===== src/source/cong_man_cfg.svh =====
/* Sizing macros for the congestion manager admission stage:
   port and queue counts, priority rules, memory geometry and MTU */

`ifndef CONG_MAN_CFG_SVH
`define CONG_MAN_CFG_SVH

// Egress side
`define CM_NUM_EGR_PORTS    4
`define CM_QUEUES_PER_PORT  2

// Priority at or above this selects the second queue of a port
`define CM_PRIO_SPLIT       5

// Policer marked packets below this priority are dropped
`define CM_POLICER_PRIO     6

// Packet memory geometry
`define CM_WORD_BYTES       64
`define CM_PAGE_BYTES       1024
`define CM_NUM_PAGES        64

`define CM_MTU_BYTES        1500

`endif

===== src/source/cong_man_pkg.sv =====
/* Widths, table entry types and the drop reason encoding */

`include "cong_man_cfg.svh"

package cong_man_pkg;

    localparam int NUM_QUEUES     = `CM_NUM_EGR_PORTS * `CM_QUEUES_PER_PORT;
    localparam int WORDS_PER_PAGE = `CM_PAGE_BYTES / `CM_WORD_BYTES;
    localparam int MEM_BYTES      = `CM_NUM_PAGES * `CM_PAGE_BYTES;

    localparam int QUEUE_W    = $clog2(NUM_QUEUES);
    localparam int PAGE_W     = $clog2(`CM_NUM_PAGES);
    localparam int PAGE_CNT_W = $clog2(`CM_NUM_PAGES + 1);
    localparam int WORD_PTR_W = $clog2(WORDS_PER_PAGE);
    localparam int BYTE_LEN_W = $clog2(`CM_MTU_BYTES + 1);
    localparam int PRIO_W     = 3;
    localparam int PORT_W     = $clog2(`CM_NUM_EGR_PORTS);
    // Headroom above the memory size so run time thresholds are not clipped
    localparam int OCC_W      = 20;

    typedef logic [QUEUE_W-1:0]    queue_idx_t;
    typedef logic [PAGE_W-1:0]     page_idx_t;
    typedef logic [PAGE_CNT_W-1:0] page_cnt_t;
    typedef logic [WORD_PTR_W-1:0] word_ptr_t;
    typedef logic [BYTE_LEN_W-1:0] byte_len_t;
    typedef logic [PRIO_W-1:0]     prio_t;
    typedef logic [PORT_W-1:0]     port_t;
    typedef logic [OCC_W-1:0]      occ_t;

    // Write position of a queue inside its current page
    typedef struct packed {
        word_ptr_t tail_ptr;
        page_idx_t page;
        logic      page_valid;
    } tail_entry_t;

    typedef enum logic [1:0] {
        QUEUE_FULL       = 2'd0,
        POLICER          = 2'd1,
        OCC_EXCEEDS_FREE = 2'd2,
        NO_PAGES         = 2'd3
    } drop_reason_t;

endpackage


===== src/source/table_port_if.sv =====
/* Read and write port of one per-queue state table */

interface table_port_if #(
    parameter type entry_t = logic
);
    import cong_man_pkg::*;

    // Combinational read
    queue_idx_t rd_idx;
    entry_t     rd_data;

    // Write lands on the clock edge
    logic       wr_en;
    queue_idx_t wr_idx;
    entry_t     wr_data;

    modport table_side (
        input  rd_idx, wr_en, wr_idx, wr_data,
        output rd_data
    );

    modport user (
        output rd_idx, wr_en, wr_idx, wr_data,
        input  rd_data
    );

endinterface


===== src/source/cong_man_top.sv =====
/* Congestion manager admission stage top level: state tables,
   page allocator and admission controller */

module cong_man_top (
    input  logic                       core_clk_ifc,
    input  logic                       reset,
    // Descriptor strobe
    input  logic                       desc_valid,
    input  cong_man_pkg::port_t        desc_port,
    input  cong_man_pkg::prio_t        desc_prio,
    input  cong_man_pkg::byte_len_t    desc_len,
    input  logic                       desc_drop_mark,
    // Drop threshold writes
    input  logic                       thresh_wr_en,
    input  cong_man_pkg::queue_idx_t   thresh_wr_queue,
    input  cong_man_pkg::occ_t         thresh_wr_data,
    // Decisions
    output logic                       enq_valid,
    output cong_man_pkg::queue_idx_t   enq_queue,
    output cong_man_pkg::word_ptr_t    enq_new_tail,
    output logic                       enq_malloc,
    output cong_man_pkg::page_idx_t    enq_page,
    output logic                       drop_valid,
    output cong_man_pkg::drop_reason_t drop_reason,
    output cong_man_pkg::page_cnt_t    num_free_pages
);
    import cong_man_pkg::*;

    logic      alloc;
    page_idx_t next_page;

    table_port_if #(.entry_t(occ_t))        occ_port ();
    table_port_if #(.entry_t(tail_entry_t)) tail_port ();
    table_port_if #(.entry_t(occ_t))        thresh_port ();

    ////////////////////////////////////////
    // Queue state tables

    queue_state_table #(
        .entry_t     (occ_t),
        .RESET_VALUE (occ_t'(0))
    ) occ_table (
        .core_clk_ifc (core_clk_ifc),
        .reset        (reset),
        .port         (occ_port.table_side)
    );

    // Empty queue, no page held
    queue_state_table #(
        .entry_t     (tail_entry_t),
        .RESET_VALUE (tail_entry_t'(0))
    ) tail_table (
        .core_clk_ifc (core_clk_ifc),
        .reset        (reset),
        .port         (tail_port.table_side)
    );

    // Thresholds default to the whole memory
    queue_state_table #(
        .entry_t     (occ_t),
        .RESET_VALUE (occ_t'(MEM_BYTES))
    ) thresh_table (
        .core_clk_ifc (core_clk_ifc),
        .reset        (reset),
        .port         (thresh_port.table_side)
    );

    assign thresh_port.wr_en   = thresh_wr_en;
    assign thresh_port.wr_idx  = thresh_wr_queue;
    assign thresh_port.wr_data = thresh_wr_data;

    ////////////////////////////////////////
    // Page pool and controller

    page_allocator page_alloc (
        .core_clk_ifc (core_clk_ifc),
        .reset        (reset),
        .alloc        (alloc),
        .next_page    (next_page),
        .free_pages   (num_free_pages)
    );

    admission_ctrl ctrl (
        .core_clk_ifc   (core_clk_ifc),
        .reset          (reset),
        .desc_valid     (desc_valid),
        .desc_port      (desc_port),
        .desc_prio      (desc_prio),
        .desc_len       (desc_len),
        .desc_drop_mark (desc_drop_mark),
        .occ            (occ_port.user),
        .tail           (tail_port.user),
        .thresh         (thresh_port.user),
        .alloc          (alloc),
        .next_page      (next_page),
        .free_pages     (num_free_pages),
        .enq_valid      (enq_valid),
        .enq_queue      (enq_queue),
        .enq_new_tail   (enq_new_tail),
        .enq_malloc     (enq_malloc),
        .enq_page       (enq_page),
        .drop_valid     (drop_valid),
        .drop_reason    (drop_reason)
    );

endmodule


===== src/source/admission_ctrl.sv =====
/* Admission controller: descriptor register stage, drop decision,
   queue table updates and page allocation requests */

`include "cong_man_cfg.svh"

module admission_ctrl (
    input  logic                       core_clk_ifc,
    input  logic                       reset,
    input  logic                       desc_valid,
    input  cong_man_pkg::port_t        desc_port,
    input  cong_man_pkg::prio_t        desc_prio,
    input  cong_man_pkg::byte_len_t    desc_len,
    input  logic                       desc_drop_mark,
    table_port_if.user                 occ,
    table_port_if.user                 tail,
    table_port_if.user                 thresh,
    output logic                       alloc,
    input  cong_man_pkg::page_idx_t    next_page,
    input  cong_man_pkg::page_cnt_t    free_pages,
    output logic                       enq_valid,
    output cong_man_pkg::queue_idx_t   enq_queue,
    output cong_man_pkg::word_ptr_t    enq_new_tail,
    output logic                       enq_malloc,
    output cong_man_pkg::page_idx_t    enq_page,
    output logic                       drop_valid,
    output cong_man_pkg::drop_reason_t drop_reason
);
    import cong_man_pkg::*;

    localparam int WORD_SHIFT = $clog2(`CM_WORD_BYTES);
    localparam int PAGE_SHIFT = $clog2(`CM_PAGE_BYTES);
    localparam int WORD_CNT_W = BYTE_LEN_W - WORD_SHIFT + 1;

    typedef logic [WORD_CNT_W-1:0] word_cnt_t;

    // Stage 1 registers
    logic       s1_valid;
    queue_idx_t s1_queue;
    prio_t      s1_prio;
    byte_len_t  s1_len;
    logic       s1_mark;
    word_cnt_t  s1_words;

    // Stage 2 decision
    logic [BYTE_LEN_W:0] len_round;
    logic                prio_hi;
    occ_t                cur_occ;
    occ_t                cur_thresh;
    tail_entry_t         cur_tail;
    tail_entry_t         new_tail;
    logic [OCC_W:0]      occ_sum;
    logic [WORD_CNT_W:0] tail_sum;
    occ_t                occ_pages;
    logic                need_malloc;
    logic                drop_hit;
    drop_reason_t        reason;
    logic                accept;

    ////////////////////////////////////////
    // Stage 1: queue mapping, word count

    assign len_round = {1'b0, desc_len} + (BYTE_LEN_W + 1)'(`CM_WORD_BYTES - 1);
    assign prio_hi   = (desc_prio >= prio_t'(`CM_PRIO_SPLIT));

    always_ff @(posedge core_clk_ifc) begin
        if (reset) begin
            s1_valid <= 1'b0;
        end else begin
            s1_valid <= desc_valid;
        end
    end

    always_ff @(posedge core_clk_ifc) begin
        if (desc_valid) begin
            s1_queue <= queue_idx_t'(int'(desc_port) * `CM_QUEUES_PER_PORT + int'(prio_hi));
            s1_prio  <= desc_prio;
            s1_len   <= desc_len;
            s1_mark  <= desc_drop_mark;
            // Round up to whole memory words
            s1_words <= len_round[BYTE_LEN_W:WORD_SHIFT];
        end
    end

    ////////////////////////////////////////
    // Stage 2: table reads and drop rules

    assign occ.rd_idx    = s1_queue;
    assign tail.rd_idx   = s1_queue;
    assign thresh.rd_idx = s1_queue;

    assign cur_occ    = occ.rd_data;
    assign cur_tail   = tail.rd_data;
    assign cur_thresh = thresh.rd_data;

    assign occ_sum   = {1'b0, cur_occ} + (OCC_W + 1)'(s1_len);
    assign tail_sum  = (WORD_CNT_W + 1)'(cur_tail.tail_ptr) + {1'b0, s1_words};
    assign occ_pages = cur_occ >> PAGE_SHIFT;

    // No open page, or the packet runs to the end of it
    assign need_malloc = !cur_tail.page_valid || (tail_sum >= WORDS_PER_PAGE);

    // Checked in priority order, first match names the reason
    always_comb begin
        drop_hit = 1'b1;
        reason   = QUEUE_FULL;
        if (occ_sum > {1'b0, cur_thresh}) begin
            reason = QUEUE_FULL;
        end else if (s1_mark && (s1_prio < prio_t'(`CM_POLICER_PRIO))) begin
            reason = POLICER;
        end else if (need_malloc && (occ_pages > occ_t'(free_pages))) begin
            reason = OCC_EXCEEDS_FREE;
        end else if (need_malloc && (free_pages == '0)) begin
            reason = NO_PAGES;
        end else begin
            drop_hit = 1'b0;
        end
    end

    assign accept = s1_valid && !drop_hit;
    assign alloc  = accept && need_malloc;

    ////////////////////////////////////////
    // Table updates

    always_comb begin
        new_tail            = cur_tail;
        new_tail.tail_ptr   = tail_sum[WORD_PTR_W-1:0];
        if (need_malloc) begin
            new_tail.page       = next_page;
            new_tail.page_valid = 1'b1;
        end
    end

    assign occ.wr_en    = accept;
    assign occ.wr_idx   = s1_queue;
    assign occ.wr_data  = occ_sum[OCC_W-1:0];

    assign tail.wr_en   = accept;
    assign tail.wr_idx  = s1_queue;
    assign tail.wr_data = new_tail;

    ////////////////////////////////////////
    // Decision outputs

    always_ff @(posedge core_clk_ifc) begin
        if (reset) begin
            enq_valid  <= 1'b0;
            drop_valid <= 1'b0;
        end else begin
            enq_valid  <= accept;
            drop_valid <= s1_valid && drop_hit;
        end
    end

    always_ff @(posedge core_clk_ifc) begin
        if (s1_valid) begin
            enq_queue    <= s1_queue;
            enq_new_tail <= new_tail.tail_ptr;
            enq_malloc   <= need_malloc;
            enq_page     <= new_tail.page;
            drop_reason  <= reason;
        end
    end

endmodule


===== src/source/page_allocator.sv =====
/* Page allocator: ascending page numbers from zero
   and a count of pages still free */

`include "cong_man_cfg.svh"

module page_allocator (
    input  logic                    core_clk_ifc,
    input  logic                    reset,
    input  logic                    alloc,
    output cong_man_pkg::page_idx_t next_page,
    output cong_man_pkg::page_cnt_t free_pages
);
    import cong_man_pkg::*;

    page_idx_t page_q;
    page_cnt_t free_q;

    ////////////////////////////////////////
    // Allocation state

    // Pages are never returned, so the pool only drains until reset
    always_ff @(posedge core_clk_ifc) begin
        if (reset) begin
            page_q <= '0;
            free_q <= page_cnt_t'(`CM_NUM_PAGES);
        end else if (alloc) begin
            page_q <= page_q + page_idx_t'(1);
            free_q <= free_q - page_cnt_t'(1);
        end
    end

    ////////////////////////////////////////
    // Outputs

    // Page handed out on the next alloc
    assign next_page  = page_q;
    assign free_pages = free_q;

endmodule


===== src/source/queue_state_table.sv =====
/* Per-queue register table with a combinational read port,
   one write port and a payload specific reset value */

module queue_state_table #(
    parameter type    entry_t     = logic,
    parameter entry_t RESET_VALUE = '0
) (
    input logic              core_clk_ifc,
    input logic              reset,
    table_port_if.table_side port
);
    import cong_man_pkg::*;

    entry_t entries [NUM_QUEUES];

    ////////////////////////////////////////
    // Storage

    always_ff @(posedge core_clk_ifc) begin
        if (reset) begin
            for (int i = 0; i < NUM_QUEUES; i++) begin
                entries[i] <= RESET_VALUE;
            end
        end else if (port.wr_en) begin
            entries[port.wr_idx] <= port.wr_data;
        end
    end

    ////////////////////////////////////////
    // Read side

    // Same cycle writes are not bypassed
    assign port.rd_data = entries[port.rd_idx];

endmodule


===== config.mk =====
export PLATFORM = sky130hd
export DESIGN_NAME = cong_man_top
export DESIGN_NICKNAME = d
export VERILOG_FILES = /design/src/source/cong_man_pkg.sv /design/src/source/table_port_if.sv /design/src/source/cong_man_top.sv /design/src/source/admission_ctrl.sv /design/src/source/page_allocator.sv /design/src/source/queue_state_table.sv
export VERILOG_INCLUDE_DIRS = /design/src /design/src/source
export SDC_FILE = /design/constraint.sdc
export NUM_CORES = 1
export LEC_CHECK = 0
export BUFFER_PORTS_ARGS = -buffer_cell sky130_fd_sc_hd__buf_2
export CORE_MARGIN = 2
export CORE_UTILIZATION = 45
export CTS_CLUSTER_SIZE = 24
export DETAILED_ROUTE_END_ITERATION = 8
export PLACE_DENSITY_LB_ADDON = 0.1
export SYNTH_ARGS = -nofsm -noshare
export SYNTH_HDL_FRONTEND = slang
export SYNTH_SLANG_ARGS = --single-unit
export TNS_END_PERCENT = 50

===== constraint.sdc =====
create_clock -name core_clk_ifc -period 8.6 [get_ports core_clk_ifc]
set_clock_uncertainty 0.1 [all_clocks]
set_input_delay 0.86 -clock core_clk_ifc [delete_from_list [all_inputs] [get_ports core_clk_ifc]]
set_output_delay 0.86 -clock core_clk_ifc [all_outputs]
set_load 0.05 [all_outputs]

==> results by group <==
Synth
  – Asr flop ratio synth: 0%
  – Top FF cell, synth: edfxtp_1
  – Yosys top cell by area: edfxtp_1
  – Area of the mapped netlist: roughly 22,000 µm²
  – Top-count cell post-synth: edfxtp_1
  – Top cells by area, synth: edfxtp_1 62%, mux4_2 9.5%, and2_1 4.4%, nor2_1 4.3%, ha_1 2.5%
  – Sequential element share of the synthesized area: 63.34%
  – Yosys cell types: 63
  – #FFs+latches synth: roughly 470
  – Post-Syn Nets: 1,592
  – Syn avg cell area: between 10 and 15 µm²
  – Post-synth EDFFs: 447
  – Most frequent cells after synthesis: 447 x edfxtp_1, 249 x nor2_1, 154 x and2_1
  – Syn. warnings: 0
  – Share of the synthesized area in the top cell type: 61.59%
  – Syn Inst Count: 1,502

Floorplan
  – Die H: 224.1 µm
  – Die Area: roughly 50,000 µm²
  – Core area: between 40,000 and 50,000 µm²
  – Chip Width: about 220 µm
  – # rows: 80
  – Initial Utilization: 45.64%
  – IO Pins: between 60 and 70

Power
  – P per Cell Area: between 200 and 250 nW/µm²
  – VDD IR max: 0.0001435 V
  – P_leak: slightly above 9 nW

Worst setup path
  – CP required: 8.70 ns
  – CP Depth: 23
  – CP max FO: 49
  – CP delay by family, top: compound AO/OA/AOI/OAI gates
  – Worst EP arrival: between 7 and 8 ns
  – Flop-to-flop setup slack: 1.56 ns
  – CP max-delay cell: dfxtp_4
  – Crit-path max cell delay: approximately 0.87 ns
  – CP Buf/Inv Count: 5
  – Worst setup EP type: register
  – Worst R2R End: occ_table.entries[5][2]
  – Worst-path cell chain: mux4_2 > mux2_2 > ha_1 > inv_1 > fa_1 > nor2b_1 > o31a_1 > o21ai_0 > a211oi_2 > nand3b_1 > xnor2_1 > buf_4 > inv_1 > ha_1 > a211oi_1 > o211ai_1 > a211oi_1 > a31o_2 > a21boi_2 > buf_4 > nand3_4 > buf_4 > nand2b_2
  – Critical path class: register to register
  – CP endpoint: occ_table.entries[5][2]
  – CP Launch Type: register
  – Most frequent CP cell: buf_4
  – R2R cell count: 23

Route
  – Via count: 12,351
  – Router iterations before antenna repair: 5
  – Average routed wire per standard cell: ~24 µm
  – Drt drc: 0
  – Vias/cell: approximately 5.5
  – DRT Wirelength: ~53,000 µm
  – Initial DRC count: around 1,100
  – Remaining antenna violation count: 0

Flow run
  – Max-Cap Viols: 0

CTS
  – Reg clk slew, reported paths: 0.06 ns
  – CTS sink count: around 470
  – H-tree levels: 2
  – Setup Fix Bufs, Post-CTS: 0
  – CTS Buffer Depth: 3
  – Clock Tree Root: clkbuf_16
  – Clock buffer count from CTS: 51
  – Post_cts resized: 0
  – CTS tree: done
  – Worst-skew pair later-pin latency: roughly 0.59 ns
  – Hold_buf cts: 0

STA
  – Period utilization: approximately four fifths
  – TNS Setup: 0 ns
  – Final min period: roughly 7 ns
  – Final Hold Fails: 0
  – Fmax: ~0.14 GHz
  – Final setup vio count: 0
  – Slew HR: 34.88%
  – Pins over their slew limit: 0
  – Worst-margin pin slew: 0.9496 ns
  – Unrepaired setup endpoints after global routing: no

Global routing
  – GR Util All Layers: between 20% and 30%
  – M3 GR Usage: 2.964%
  – First-pass GRT wire length: 80,770 µm
  – Vias in the first global route: approximately 13,000
  – Global routing's busiest layer: met2
  – Largest net degree at the start of global routing: 52
  – Grt met2 use: a little under two fifths
  – Grt ovf: 0
  – Initial antenna violation count: 2
  – GR Util met1: 28.12%

Run status
  – Status: completed

Final layout
  – Util after Layout: approximately half
  – Final cell count without fillers: roughly 2,200
  – Share of layout cells above drive strength 1: between 20 and 25%
  – # nets final: roughly 1,700
  – Fill count: just over 4,000
  – Area grow syn2layout: 11.68%

Place
  – Detail Placement HPWL: 32,370 µm
  – Placed cells: between 2,000 and 2,500
  – Port bufs: between 60 and 70
  – Placer Congestion: a little over 0.8

Min path
  – Worst hold path type: input pin to register
  – Worst Hold Launch: desc_len[4]
placed cells by master, fill, tap and decap left out, types with 25 or more instances in the layout:
cell type	n
nand3_1	25
a21oi_1	30
buf_2	68
clkbuf_16	52
mux4_2	92
buf_4	41
nor2_1	249
inv_1	64
edfxtp_1	447
mux2i_1	45
and2_1	154
ha_1	44
worst reg2reg max path, stage by stage (launching register included):
cell and delay (ns):
dfxtp_4 0.87, mux4_2 0.39, mux2_2 0.15, ha_1 0.17, inv_1 0.06, fa_1 0.40, nor2b_1 0.18, o31a_1 0.24
o21ai_0 0.24, a211oi_2 0.47, nand3b_1 0.15, xnor2_1 0.17, buf_4 0.19, inv_1 0.06, ha_1 0.31, a211oi_1 0.28
o211ai_1 0.17, a211oi_1 0.26, a31o_2 0.26, a21boi_2 0.21, buf_4 0.29, nand3_4 0.08, buf_4 0.28, nand2b_2 0.68
per-layer routing:
layer / wire, µm / vias up
li1: - / 5699
met5: 0 / -
met4: 1566 / 0
met3: 2319 / 97
met2: 26890 / 304
met1: 22660 / 6251
worst min-delay path by stage:
stage	endpoint	depth (start not counted)	slack (ns)
after global routing	ctrl.s1_mark	1	0.34
after floorplan	ctrl.enq_queue[1]	0	0.35
after detailed placement	ctrl.enq_queue[1]	0	0.38
after global placement	ctrl.enq_queue[1]	0	0.38
after CTS	ctrl.s1_mark	1	0.32
final	ctrl.s1_len[4]	1	0.36
through the flow:
stage / setup WS [ns] / power [W] / area, µm² / hold WS (ns)
detailed placement: 1.600 / 0.003571 / 22810 / 0.3782
finish: 1.556 / 0.005559 / 24340 / 0.3613
global placement: 1.741 / 0.003560 / 22810 / 0.3801
CTS: 1.552 / 0.005617 / 24340 / 0.3247
floorplan: 1.157 / 0.003263 / 21790 / 0.3507
global route: 1.051 / 0.005777 / 24340 / 0.3424
logic make-up after synthesis:
kind of cell	synth area share, %
AO/OA/AOI/OAI	2.693
XOR/XNOR	0.8842
adder cells (fa/ha/maj)	2.710
buffers and inverters	3.359
flip-flops	63.34
multiplexers	13.37
AND/OR/NAND/NOR	13.65
state kept, by name, summed over array words and instances, names as in the netlist, named ones only:
register               flops
ctrl.s1_valid              1
ctrl.enq_valid             1
ctrl.drop_valid            1
ctrl.enq_new_tail          4
ctrl.s1_mark               1
ctrl.drop_reason           2
ctrl.enq_malloc            1
occ_table.entries        160
page_alloc.free_pages      7
ctrl.s1_prio               2
ctrl.s1_len               11
page_alloc.next_page       6
ctrl.enq_queue             3
ctrl.enq_page              6
ctrl.occ.rd_idx            3
tail_table.entries        88
thresh_table.entries     160
ctrl.s1_words              6
layout make-up:
class / instances / area [µm²] / share of cell area [%]
clock inverters: 20 / 122.6 / 0.5038
multi-input cells: 889 / 7292 / 29.96
flip-flops and latches: 466 / 13810 / 56.76
repair buffers: 111 / 688.2 / 2.827
diodes: 1 / 2.502 / 0.01028
well taps: 615 / 769.5 / 3.162
clock buffers: 69 / 1405 / 5.773
inverters: 65 / 244.0 / 1.002
where the power goes:
part / switching [W] / internal, W
clock network: 0.000875 / 0.00117
logic: 0.000538 / 0.000319
registers: 0.0000588 / 0.00260
Power figures use the tool's default switching activity.
